$ cat config.mk
export PLATFORM = sky130hd
export DESIGN_NAME = backpropagator
export DESIGN_NICKNAME = d
export VERILOG_FILES = /design/src/bp_num_pkg.sv /design/src/bp_ctrl_pkg.sv /design/src/error_fetcher.sv /design/src/weight_updater.sv /design/src/weight_bank.sv /design/src/backpropagator.sv
export VERILOG_INCLUDE_DIRS = /design/src
export SDC_FILE = /design/constraint.sdc
export NUM_CORES = 2
export LEC_CHECK = 0
export ABC_CLOCK_PERIOD_IN_PS = 9040
export BUFFER_PORTS_ARGS = -buffer_cell sky130_fd_sc_hd__buf_2
export CORE_UTILIZATION = 55
export DETAILED_ROUTE_END_ITERATION = 7
export PLACE_DENSITY_LB_ADDON = 0.05
export SLEW_MARGIN = 20
export SYNTH_ARGS = -nofsm -noshare
export SYNTH_HDL_FRONTEND = slang
export SYNTH_HIERARCHICAL = 1
export SYNTH_SLANG_ARGS = --single-unit
$ cat constraint.sdc
create_clock -name clk -period 9.04 [get_ports clk]
set_input_delay 0.904 -clock clk [delete_from_list [all_inputs] [get_ports clk]]
set_output_delay 0.904 -clock clk [all_outputs]
set_load 0.01 [all_outputs]
$ cat src/bp_config.svh
`ifndef BP_CONFIG_SVH
`define BP_CONFIG_SVH

//////////////////////////////////////////////////
// layer geometry
//////////////////////////////////////////////////

// neurons per layer, also rows and columns of w
`define BP_NEURON_NUM      4
// bits needed to pick one row
`define BP_ROW_IDX_WIDTH   2

//////////////////////////////////////////////////
// fixed-point formats
//////////////////////////////////////////////////

`define BP_Z_WIDTH         10
`define BP_ACT_WIDTH       9
`define BP_DELTA_WIDTH     10
`define BP_WEIGHT_WIDTH    16
`define BP_FRACTION_WIDTH  8
`define BP_LR_WIDTH        3
// 0..15 weights row-major, 16 the shift
`define BP_CFG_ADDR_WIDTH  5

`endif

$ cat src/bp_num_pkg.sv
`include "bp_config.svh"

package bp_num_pkg;

    // pre-activation out of the layer, signed
    // 8 fraction bits
    typedef logic signed [`BP_Z_WIDTH-1:0] z_t;

    // unsigned activation, 256 is one
    typedef logic [`BP_ACT_WIDTH-1:0] act_t;

    // per-neuron error term
    typedef logic signed [`BP_DELTA_WIDTH-1:0] delta_t;

    // one cell of the weight matrix
    typedef logic signed [`BP_WEIGHT_WIDTH-1:0] weight_t;

    // extra right shift applied to the gradient
    typedef logic [`BP_LR_WIDTH-1:0] lr_shift_t;

    // config port address
    typedef logic [`BP_CFG_ADDR_WIDTH-1:0] cfg_addr_t;

    // row of the weight matrix
    typedef logic [`BP_ROW_IDX_WIDTH-1:0] row_idx_t;

endpackage

$ cat src/bp_ctrl_pkg.sv
`include "bp_config.svh"

package bp_ctrl_pkg;

    import bp_num_pkg::*;

    // updater sequencing
    typedef enum logic [1:0] {IDLE, ROW, DONE} updater_state_e;

    // one training sample, 116 bits
    typedef struct packed {
        z_t   [`BP_NEURON_NUM-1:0] z;
        act_t [`BP_NEURON_NUM-1:0] target;
        z_t   [`BP_NEURON_NUM-1:0] z_prev;
    } sample_s;

    // deltas plus previous activations, 76 bits
    typedef struct packed {
        delta_t [`BP_NEURON_NUM-1:0] delta;
        act_t   [`BP_NEURON_NUM-1:0] a_prev;
    } grad_s;

    // one updated row toward the bank
    typedef struct packed {
        row_idx_t                     row;
        weight_t [`BP_NEURON_NUM-1:0] w;
        logic                         sat;
    } row_write_s;

    // full matrix, index is row * N + col
    typedef struct packed {
        weight_t [`BP_NEURON_NUM*`BP_NEURON_NUM-1:0] w;
    } weight_matrix_s;

endpackage

$ cat src/error_fetcher.sv
`include "bp_config.svh"

module error_fetcher
    import bp_num_pkg::*, bp_ctrl_pkg::*;
(
    input  logic    clk,
    input  logic    rst_n,
    input  sample_s sample,
    input  logic    sample_valid,
    output logic    sample_ready,
    output grad_s   grad,
    output logic    grad_valid,
    input  logic    grad_ready
);

    localparam int N = `BP_NEURON_NUM;

    // one extra bit so z/4 + 0.5 never wraps
    typedef logic signed [`BP_Z_WIDTH:0] z_ext_t;
    // a - target and its product with sigma'
    typedef logic signed [`BP_ACT_WIDTH+1:0] diff_t;
    typedef logic signed [2*`BP_ACT_WIDTH+2:0] err_prod_t;

    localparam z_ext_t ACT_HALF = z_ext_t'(1 << (`BP_FRACTION_WIDTH - 1));
    localparam z_ext_t ACT_ONE = z_ext_t'(1 << `BP_FRACTION_WIDTH);
    // slope of the linear band, 0.25
    localparam act_t DERIV_LIN = act_t'(1 << (`BP_FRACTION_WIDTH - 2));

    // clamp z/4 + 0.5 into the range 0 to 1
    function automatic act_t hard_sigmoid(input z_t z);
        z_ext_t sum;
        act_t   a;
        sum = z_ext_t'(z >>> 2) + ACT_HALF;
        if (sum <= 0) begin
            a = '0;
        end else if (sum >= ACT_ONE) begin
            a = act_t'(ACT_ONE);
        end else begin
            a = act_t'(sum);
        end
        return a;
    endfunction

    logic         s1_valid;
    act_t [N-1:0] s1_act;
    act_t [N-1:0] s1_act_prev;
    act_t [N-1:0] s1_target;
    // set where the clamp left z alone
    logic [N-1:0] s1_lin;

    act_t [N-1:0]   act_d;
    act_t [N-1:0]   act_prev_d;
    logic [N-1:0]   lin_d;
    delta_t [N-1:0] delta_d;

    logic s2_valid;
    logic s2_take;

    //////////////////////////////////////////////////
    // handshake
    //////////////////////////////////////////////////

    // stage 2 moves when empty or drained this cycle
    assign s2_take      = !s2_valid || grad_ready;
    // low only with both stages full and stalled
    assign sample_ready = !s1_valid || s2_take;
    assign grad_valid   = s2_valid;

    always_ff @(posedge clk or negedge rst_n) begin
        if (!rst_n) begin
            s1_valid <= 1'b0;
            s2_valid <= 1'b0;
        end else begin
            if (sample_ready) begin
                s1_valid <= sample_valid;
            end
            if (s2_take) begin
                s2_valid <= s1_valid;
            end
        end
    end

    //////////////////////////////////////////////////
    // stage 1, activations and clamp flags
    //////////////////////////////////////////////////

    always_comb begin
        for (int i = 0; i < N; i++) begin
            act_d[i]      = hard_sigmoid(sample.z[i]);
            act_prev_d[i] = hard_sigmoid(sample.z_prev[i]);
            // a clamped value sits exactly on 0 or 1
            lin_d[i]      = (act_d[i] != '0) && (act_d[i] != act_t'(ACT_ONE));
        end
    end

    always_ff @(posedge clk) begin
        if (sample_valid && sample_ready) begin
            s1_act      <= act_d;
            s1_act_prev <= act_prev_d;
            s1_target   <= sample.target;
            s1_lin      <= lin_d;
        end
    end

    //////////////////////////////////////////////////
    // stage 2, deltas
    //////////////////////////////////////////////////

    always_comb begin
        diff_t     diff;
        act_t      deriv;
        err_prod_t prod;
        for (int i = 0; i < N; i++) begin
            deriv      = s1_lin[i] ? DERIV_LIN : '0;
            diff       = diff_t'(s1_act[i]) - diff_t'(s1_target[i]);
            // (a - t) * sigma', back to 8 fraction bits
            prod       = err_prod_t'(diff) * err_prod_t'(deriv);
            delta_d[i] = delta_t'(prod >>> `BP_FRACTION_WIDTH);
        end
    end

    always_ff @(posedge clk) begin
        if (s1_valid && s2_take) begin
            grad.delta  <= delta_d;
            grad.a_prev <= s1_act_prev;
        end
    end

endmodule

$ cat src/weight_updater.sv
`include "bp_config.svh"

module weight_updater
    import bp_num_pkg::*, bp_ctrl_pkg::*;
(
    input  logic           clk,
    input  logic           rst_n,
    input  grad_s          grad,
    input  logic           grad_valid,
    output logic           grad_ready,
    input  weight_matrix_s weights,
    input  lr_shift_t      lr_shift,
    output row_write_s     row_write,
    output logic           row_write_en,
    output logic           weights_valid,
    input  logic           weights_ready
);

    localparam int N = `BP_NEURON_NUM;
    localparam row_idx_t LAST_ROW = row_idx_t'(N - 1);

    // delta times zero-extended activation
    typedef logic signed [`BP_DELTA_WIDTH+`BP_ACT_WIDTH:0] prod_t;
    // weight minus step, one guard bit
    typedef logic signed [`BP_WEIGHT_WIDTH:0] wsum_t;

    localparam wsum_t W_MAX = wsum_t'((1 << (`BP_WEIGHT_WIDTH - 1)) - 1);
    localparam wsum_t W_MIN = wsum_t'(-(1 << (`BP_WEIGHT_WIDTH - 1)));

    updater_state_e state;
    row_idx_t       row;
    grad_s          grad_q;
    row_write_s     row_d;

    assign grad_ready = (state == IDLE);
    // wait for the last row to land in the bank
    assign weights_valid = (state == DONE) && !row_write_en;

    //////////////////////////////////////////////////
    // sequencing
    //////////////////////////////////////////////////

    always_ff @(posedge clk or negedge rst_n) begin
        if (!rst_n) begin
            state        <= IDLE;
            row          <= '0;
            row_write_en <= 1'b0;
        end else begin
            // strobe follows each ROW cycle
            row_write_en <= (state == ROW);
            case (state)
                IDLE: begin
                    if (grad_valid) begin
                        state <= ROW;
                        row   <= '0;
                    end
                end
                ROW: begin
                    // wraps back to 0 after the last row
                    row <= row + row_idx_t'(1);
                    if (row == LAST_ROW) begin
                        state <= DONE;
                    end
                end
                DONE: begin
                    if (weights_valid && weights_ready) begin
                        state <= IDLE;
                    end
                end
                default: state <= IDLE;
            endcase
        end
    end

    //////////////////////////////////////////////////
    // row update
    //////////////////////////////////////////////////

    // w[row][j] -= (delta[row] * a_prev[j]) >>> (8 + shift)
    always_comb begin
        prod_t prod;
        wsum_t diff;
        row_d.row = row;
        row_d.sat = 1'b0;
        for (int j = 0; j < N; j++) begin
            prod = prod_t'(grad_q.delta[row]) * prod_t'(grad_q.a_prev[j]);
            prod = prod >>> (`BP_FRACTION_WIDTH + lr_shift);
            diff = wsum_t'(weights.w[row * N + j]) - wsum_t'(prod);
            // clip to the weight range and flag it
            if (diff > W_MAX) begin
                row_d.w[j] = weight_t'(W_MAX);
                row_d.sat  = 1'b1;
            end else if (diff < W_MIN) begin
                row_d.w[j] = weight_t'(W_MIN);
                row_d.sat  = 1'b1;
            end else begin
                row_d.w[j] = weight_t'(diff);
            end
        end
    end

    always_ff @(posedge clk) begin
        if (grad_valid && grad_ready) begin
            grad_q <= grad;
        end
        if (state == ROW) begin
            row_write <= row_d;
        end
    end

endmodule

$ cat src/weight_bank.sv
`include "bp_config.svh"

module weight_bank
    import bp_num_pkg::*, bp_ctrl_pkg::*;
(
    input  logic           clk,
    input  logic           rst_n,
    input  logic           cfg_write,
    input  cfg_addr_t      cfg_addr,
    input  weight_t        cfg_data,
    input  row_write_s     row_write,
    input  logic           row_write_en,
    output weight_matrix_s weights,
    output lr_shift_t      lr_shift,
    output logic           error
);

    localparam int N = `BP_NEURON_NUM;
    // row and column bits of a weight address
    localparam int CELL_IDX_WIDTH = 2 * `BP_ROW_IDX_WIDTH;
    // first address past the matrix holds the shift
    localparam cfg_addr_t LR_ADDR = cfg_addr_t'(N * N);

    //////////////////////////////////////////////////
    // weights and shift
    //////////////////////////////////////////////////

    always_ff @(posedge clk or negedge rst_n) begin
        if (!rst_n) begin
            weights  <= '0;
            lr_shift <= '0;
        end else begin
            if (cfg_write) begin
                if (cfg_addr < LR_ADDR) begin
                    weights.w[cfg_addr[CELL_IDX_WIDTH-1:0]] <= cfg_data;
                end else if (cfg_addr == LR_ADDR) begin
                    lr_shift <= cfg_data[`BP_LR_WIDTH-1:0];
                end
            end
            // a whole row per strobe
            if (row_write_en) begin
                for (int j = 0; j < N; j++) begin
                    weights.w[{row_write.row, row_idx_t'(j)}] <= row_write.w[j];
                end
            end
        end
    end

    //////////////////////////////////////////////////
    // sticky saturation flag
    //////////////////////////////////////////////////

    // any config write clears it
    always_ff @(posedge clk or negedge rst_n) begin
        if (!rst_n) begin
            error <= 1'b0;
        end else if (cfg_write) begin
            error <= 1'b0;
        end else if (row_write_en && row_write.sat) begin
            error <= 1'b1;
        end
    end

endmodule

$ cat src/backpropagator.sv
module backpropagator
    import bp_num_pkg::*, bp_ctrl_pkg::*;
(
    input  logic           clk,
    input  logic           rst_n,
    input  sample_s        sample,
    input  logic           sample_valid,
    output logic           sample_ready,
    output weight_matrix_s weights,
    output logic           weights_valid,
    input  logic           weights_ready,
    input  logic           cfg_write,
    input  cfg_addr_t      cfg_addr,
    input  weight_t        cfg_data,
    output logic           error
);

    // fetcher to updater
    grad_s      grad;
    logic       grad_valid;
    logic       grad_ready;

    // updater to bank
    row_write_s row_write;
    logic       row_write_en;
    lr_shift_t  lr_shift;

    error_fetcher error_fetcher_i (
        .clk          (clk),
        .rst_n        (rst_n),
        .sample       (sample),
        .sample_valid (sample_valid),
        .sample_ready (sample_ready),
        .grad         (grad),
        .grad_valid   (grad_valid),
        .grad_ready   (grad_ready)
    );

    weight_updater weight_updater_i (
        .clk           (clk),
        .rst_n         (rst_n),
        .grad          (grad),
        .grad_valid    (grad_valid),
        .grad_ready    (grad_ready),
        .weights       (weights),
        .lr_shift      (lr_shift),
        .row_write     (row_write),
        .row_write_en  (row_write_en),
        .weights_valid (weights_valid),
        .weights_ready (weights_ready)
    );

    // bank matrix doubles as the weights output
    weight_bank weight_bank_i (
        .clk          (clk),
        .rst_n        (rst_n),
        .cfg_write    (cfg_write),
        .cfg_addr     (cfg_addr),
        .cfg_data     (cfg_data),
        .row_write    (row_write),
        .row_write_en (row_write_en),
        .weights      (weights),
        .lr_shift     (lr_shift),
        .error        (error)
    );

endmodule

---- Yosys cells after proc, flatten, opt, wreduce, memory -nomap -nowiden ----
Cells that the tools add are included.
storage, ports and cells
  register bits ........................... 598
  bits of input ports ..................... 142
  output and inout bits ................... 259
  word-level logic and storage cells ...... 239
cells by class
  add/subtract/negate cells ............... 21
  multipliers ............................. 8
  $lt $le $gt $ge ......................... 40
  equality and inequality tests ........... 11
  shift-type cells ........................ 4
  muxes and demuxes ....................... 57
  bitwise gates (word level) .............. 1
  reductions and logical operators ........ 35
operators by type and width
  operator                                                                           count
  256-bit bitwise mux                                                                5
  256-bit 2-to-1 mux                                                                 3
  16-bit 2-to-1 mux                                                                  13
  16-bit binary-select mux with 4-bit select                                         3
  16-bit demux with 2-bit select                                                     4
  20-bit by 32-bit >>> shifter with 17-bit output                                    4
  9-bit 2-to-1 mux                                                                   12
  32-bit by 5-bit < comparator with 1-bit output, second input constant              3
  8-bit by 9-bit adder with 10-bit output, second input constant                     8
  10-bit greater-or-equal comparator, second input constant                          8
  10-bit by 1-bit less-or-equal comparator with 1-bit output, second input constant  8
  10-bit by 10-bit multiplier with 20-bit output                                     4
  10-bit by 8-bit multiplier with 18-bit output                                      4
  17-bit by 16-bit greater-than comparator with 1-bit output, second input constant  4
  17-bit by 16-bit < comparator with 1-bit output, second input constant             4
  16-bit by 17-bit subtractor with 17-bit output                                     4
  16-bit demux with 4-bit select                                                     1
  9-bit by 9-bit subtractor with 10-bit output                                       4
  9-bit != test, second input constant                                               4
  9-bit nonzero test                                                                 4
  16-bit binary-select mux with 2-bit select                                         1
  4-bit by 5-bit < comparator with 1-bit output, second input constant               6
  7-bit 2-to-1 mux                                                                   4
  10-bit binary-select mux with 2-bit select                                         1
  other kinds (26)                                                                   61

---- Longest topological paths before layout ----
  depth in word-level cells ............... 12
  gate-level depth with buffers ........... 39

---- Modules after synthesis ----
Netlist, hierarchy kept.
by module, submodules not included
  module          times used  cells an instance  area an instance (µm²)
  weight_updater  1           2,637              25,394.4
  weight_bank     1           1,508              12,655.9
  error_fetcher   1           464                7,008.0

---- Worst setup path before layout ----
No wires, ideal clock.
  kind .................................... register to register
  start ................................... register weight_updater_i.row[0]
  end ..................................... register weight_updater_i/row_write[57] (netlist name)
  arrival ................................. 9.221 ns
  data required time ...................... 8.775 ns
  slack ................................... -0.446 ns
  stages on the path, launching flop included .. 37
  buffers on the path ..................... 5
  period minus slack after synthesis ...... 9.486 ns
  path through ............................ dfrtp_1 > buf_6 > clkbuf_1 > mux4_2 > clkbuf_1 > nand2_1 > fa_1 > fa_1 > inv_1 > fa_1 > fa_1 > inv_1 > fa_1 > inv_1 > ha_1 > clkbuf_1 > a21oi_1 > o21ai_0 > a21o_1 > or4_4 > a31oi_4 > xor2_2 > mux2i_1 > mux2_4 > a21oi_1 > ha_1 > nor2b_1 > o21ai_0 > a21boi_0 > nor4_1 > o31ai_1 > o41ai_1 > o21ai_0 > nor3_1 > a21oi_1 > clkbuf_1 > maj3_1
on the way
  longest elaborated chain between the ends .. 7
  elaborated cells on any way between the ends .. 11
  those cells by class .................... add/sub: 2; mul: 1; order compare: 2; shift: 1; mux: 5
ends and longest elaborated chain
  element                                             line                  source
  start, declared                                     weight_updater.sv:31  row_idx_t row;
  start signal, assigned                              weight_updater.sv:60  row <= row + row_idx_t'(1);
  10-bit binary-select mux with 2-bit select          weight_updater.sv:86  prod = prod_t'(grad_q.delta[row]) * prod_t'(grad_q.a_prev[j]);
  10-bit 2-to-1 mux (not written as such)             weight_updater.sv:86
  10-bit by 10-bit multiplier with 20-bit output      weight_updater.sv:86
  20-bit by 32-bit >>> shifter with 17-bit output     weight_updater.sv:87  prod = prod >>> (`BP_FRACTION_WIDTH + lr_shift);
  16-bit by 17-bit subtractor with 17-bit output (*)  weight_updater.sv:88  diff = wsum_t'(weights.w[row * N + j]) - wsum_t'(prod);
  17-bit by 16-bit < comparator with 1-bit output     weight_updater.sv:93  end else if (diff < W_MIN) begin
  16-bit 2-to-1 mux                                   weight_updater.sv:93
Mark *: on every way between the ends. The rest lies on a longest branch, timed or not. The select of a mux whose other input is x is not followed.
A chain may end at the register's enable or synchronous reset.

---- Worst setup path in the final report ----
  start ................................... register weight_updater_i.row[0]
  end ..................................... register weight_updater_i/row_write[21] (netlist name)
on the way
  longest elaborated chain between the ends .. 7
  elaborated cells on any way between the ends .. 11
  those cells by class .................... add/sub: 2; mul: 1; order compare: 2; shift: 1; mux: 5
ends and longest elaborated chain
  element                                             line
  10-bit binary-select mux with 2-bit select          weight_updater.sv:86
  10-bit 2-to-1 mux (not written as such)             weight_updater.sv:86
  10-bit by 10-bit multiplier with 20-bit output      weight_updater.sv:86
  20-bit by 32-bit >>> shifter with 17-bit output     weight_updater.sv:87
  16-bit by 17-bit subtractor with 17-bit output (*)  weight_updater.sv:88
  17-bit by 16-bit < comparator with 1-bit output     weight_updater.sv:93
  16-bit 2-to-1 mux                                   weight_updater.sv:93
Marked as above.

==> results.md <==
* CTS tree: done
* DRT Wirelength at 136.6 mm
* Nets at 5802
* Initial antenna violation count at 2
* RSZ-0062 raised after global routing: yes
* DP Worst Slack at -200.1 ps
* Via count at 37121
* Final setup viols at 0
* Placed instance count at 6005
* Crit path arrival time at 9220 ps
* Synth top area cells: edfxtp_1 (21%), dfrtp_1 (15%), fa_1 (14%)
* Area occupied by multi-input gates at 26740 µm²
* Starting Density at 55.76%
* Port bufs at 384
* Slowest CP cell: mux4_2
* H-tree Lvls at 3
* Yosys top cell area share at 20.73%
* Crit end category: flop
* FP Rows at 104
* Pre-Repair DR Iteration Count at 8
* Die height at 288.2 µm
* Die area at roughly 83000 µm²
* Grt total ovfl at 0
* Setup_tns at 0 ps
* Routed Antenna Nets at 0
* Most common cell in the netlist: inv_1
* Worst Hold Class: in -> async
* Post-synth EDFFs at 311
* Worst Path Required at 9430 ps
* Seq cells post-synth at 578
* Area growth from synthesis to layout at 18.30%
* Fill count at 6546
* Sequential cell area at around 16000 µm²
* Mean post-synth cell area at 9.776 µm²
* Final setup margin at 211.4 ps
* Synth top cells by count: inv_1 (522), nand2_1 (355), nor2_1 (350), fa_1 (320), edfxtp_1 (311)
* CTS Buf Count at 66
* Area of the core at slightly above 80000 µm²
* Synth Flop Type: edfxtp_1
* Pin count of the biggest net entering global routing at 157
* Final period util at 97.66%
* Post-synth top area cell: edfxtp_1
* MaxCap Viol Count at 0
* Slew Limit Fails at 0
* Sequential fraction of the synthesis area at between 30% and 40%
* Yosys cell types at 106
* Post-layout min period at around 9000 ps
* Root Buffer: clkbuf_16
* Outcome: complete, but fails checks
* Vias/cell at 5.999
* Mapped cell area at 45060 µm²
* CTS clock-pin slew for the worst setup and hold paths at 70 ps
* Number of global-route vias before repair at ~36000
* Iter 0 DRT Violations at about 3500
* Total GRT Usage at between 30% and 40%
* DRC errors left at 22
* Bufs on Longest Clock Path at 3
* Gate Count Post-Synth at between 4000 and 5000
* DP HPWL at 94.70 mm
* # IOs at 401
* Final Hold Viols at 0
* WS Path Type: reg -> reg
* Fraction of layout cells with a size suffix above 1 at 23.73%
* Final cell count without fillers at around 6200
* Crit path largest cell delay at 640 ps
* Final setup skew at 53.59 ps
* WL/cell at about 22 µm
* Failing checks: design-rule violations
* GPL Wtd Cong at 0.9303
* First-pass GRT wire length at ~210 mm
* Die Width at 288.2 µm
* Sink Count at approximately 580
* Yosys synthesis warning count at 6
* Clock Latency Late Sink at about 650 ps
* Async SR Flop Fraction at 46.19%
* Fmax at 113.3 MHz
* Critical Path Start Type: flop
* CP Max Fanout at 5
* Relative slew slack at 23.17%
* Slew @ Worst Pin at 1152 ps
-- timing repair --
item,in CTS,in global routing
cloned,1,6
hold buffers,0,0
pin swaps,7,146
gates resized for setup,39,297
endpoints found under the setup margin,58,65
hold endpoints to repair,0,0
buffers inserted,10,47
-- worst max-delay path, delay by kind of cell (launching register included) --
family	cells	cell delay, ps
simple gates	6	1210
compound gates	11	1690
buf+inv	11	1210
xor+xnor	1	190
mux	2	1170
flops	1	470
fa+ha+maj	7	2670
-- layout by cell type, fill, tap and decap left out, drive strengths merged, types with 6 or more instances in the layout --
cell and count:
nor3 25, and2 203, maj3 17, edfxtp 311
a31o 9, nand3b 10, mux2i 29, a21o 45
nor2 350, ha 265, fa 320, clkbuf 89
mux2 12, o31ai 12, o21a 19, a21boi 10
o2111ai 7, a311oi 6, or2 10, o211ai 15
inv 525, clkinv 27, and3 30, a21oi 141
o21bai 9, dfrtp 267, xnor2 88, and4 7
buf 751, nand3 234, xor2 48, nand2b 30
nor2b 19, o21ai 344, a31oi 270, a211oi 19
nor4 10, or3 13, nand2 355, mux4 77
-- area by class of cell --
type | instances | share of cell area, %
diodes | 4 | 0.01878
clock buffers | 87 | 3.397
clock inverters | 30 | 0.6502
inverters | 526 | 3.706
multi-input cells | 3150 | 50.16
flip-flops and latches | 578 | 30.07
well taps | 1060 | 2.488
repair buffers | 753 | 9.504
-- per-layer routing --
layer  vias up  track usage (%)  wire length, µm
li1      16725                -                -
met1     18229            42.07            52590
met2      1765            51.27            63050
met3       400            8.112            13610
met4         2            15.33             7333
met5         -                0               13
-- final timing paths --
check | startpoint | end | slack, ps | cells after the start
max | weight_updater_i/row[0]$_DFFE_PN0P_ | weight_updater_i/row_write[21]$_SDFFCE_PN1P_ | 210 | 38
min | rst_n | weight_bank_i/weights[186]$_DFF_PN0_ | 340 | 1
max reg2reg | weight_updater_i/row[0]$_DFFE_PN0P_ | weight_updater_i/row_write[21]$_SDFFCE_PN1P_ | 210 | 38
min reg2reg | error_fetcher_i/s1_act_prev[10]$_SDFFCE_PP0P_ | error_fetcher_i/grad[10]$_DFFE_PP_ | 390 | 0
max in group asynchronous | rst_n | weight_updater_i/row[0]$_DFFE_PN0P_ | 7060 | 2
min in group clk | error_fetcher_i/s1_act_prev[10]$_SDFFCE_PP0P_ | error_fetcher_i/grad[10]$_DFFE_PP_ | 390 | 0
-- registers in the layout, indices dropped and copies added, names as in the netlist --
signal	flops
error_fetcher_i/grad	64
error_fetcher_i/s1_target	36
error_fetcher_i/s1_lin	4
weight_updater_i/row_write_en	1
weight_updater_i/row	2
weight_bank_i/weights	256
weight_bank_i/error	1
error_fetcher_i/grad_valid	1
error_fetcher_i/s1_valid	1
error_fetcher_i/s1_act_prev	32
weight_updater_i/grad_q	76
weight_updater_i/state	2
weight_updater_i/row_write	67
weight_bank_i/lr_shift	3
error_fetcher_i/s1_act	32
-- metrics by stage --
| step | util [%] | hold WS, ps | instance area, µm² |
|---|---|---|---|
| final | 65.96 | 342.6 | 53300 |
| after global routing | 65.95 | 389.3 | 53290 |
| after CTS | 63.99 | 379.5 | 51710 |
| after detailed placement | 61.02 | 404.5 | 49300 |
| after global placement | 61.02 | 401.3 | 49300 |
| after floorplan | - | 400.3 | 45090 |
-- logic make-up after synthesis --
family          after synthesis  synth area share [%]
flops                       578                 35.55
simple gates               1329                 14.08
fa+ha+maj                   602                 21.95
xor+xnor                    136                 2.660
mux                         117                 4.751
other cells                   1              0.008323
buf+inv                     885                 7.772
compound gates              961                 13.22
Power is not shown: default switching activity piles up to over one toggle a cycle in this logic, so the estimate is an artifact.
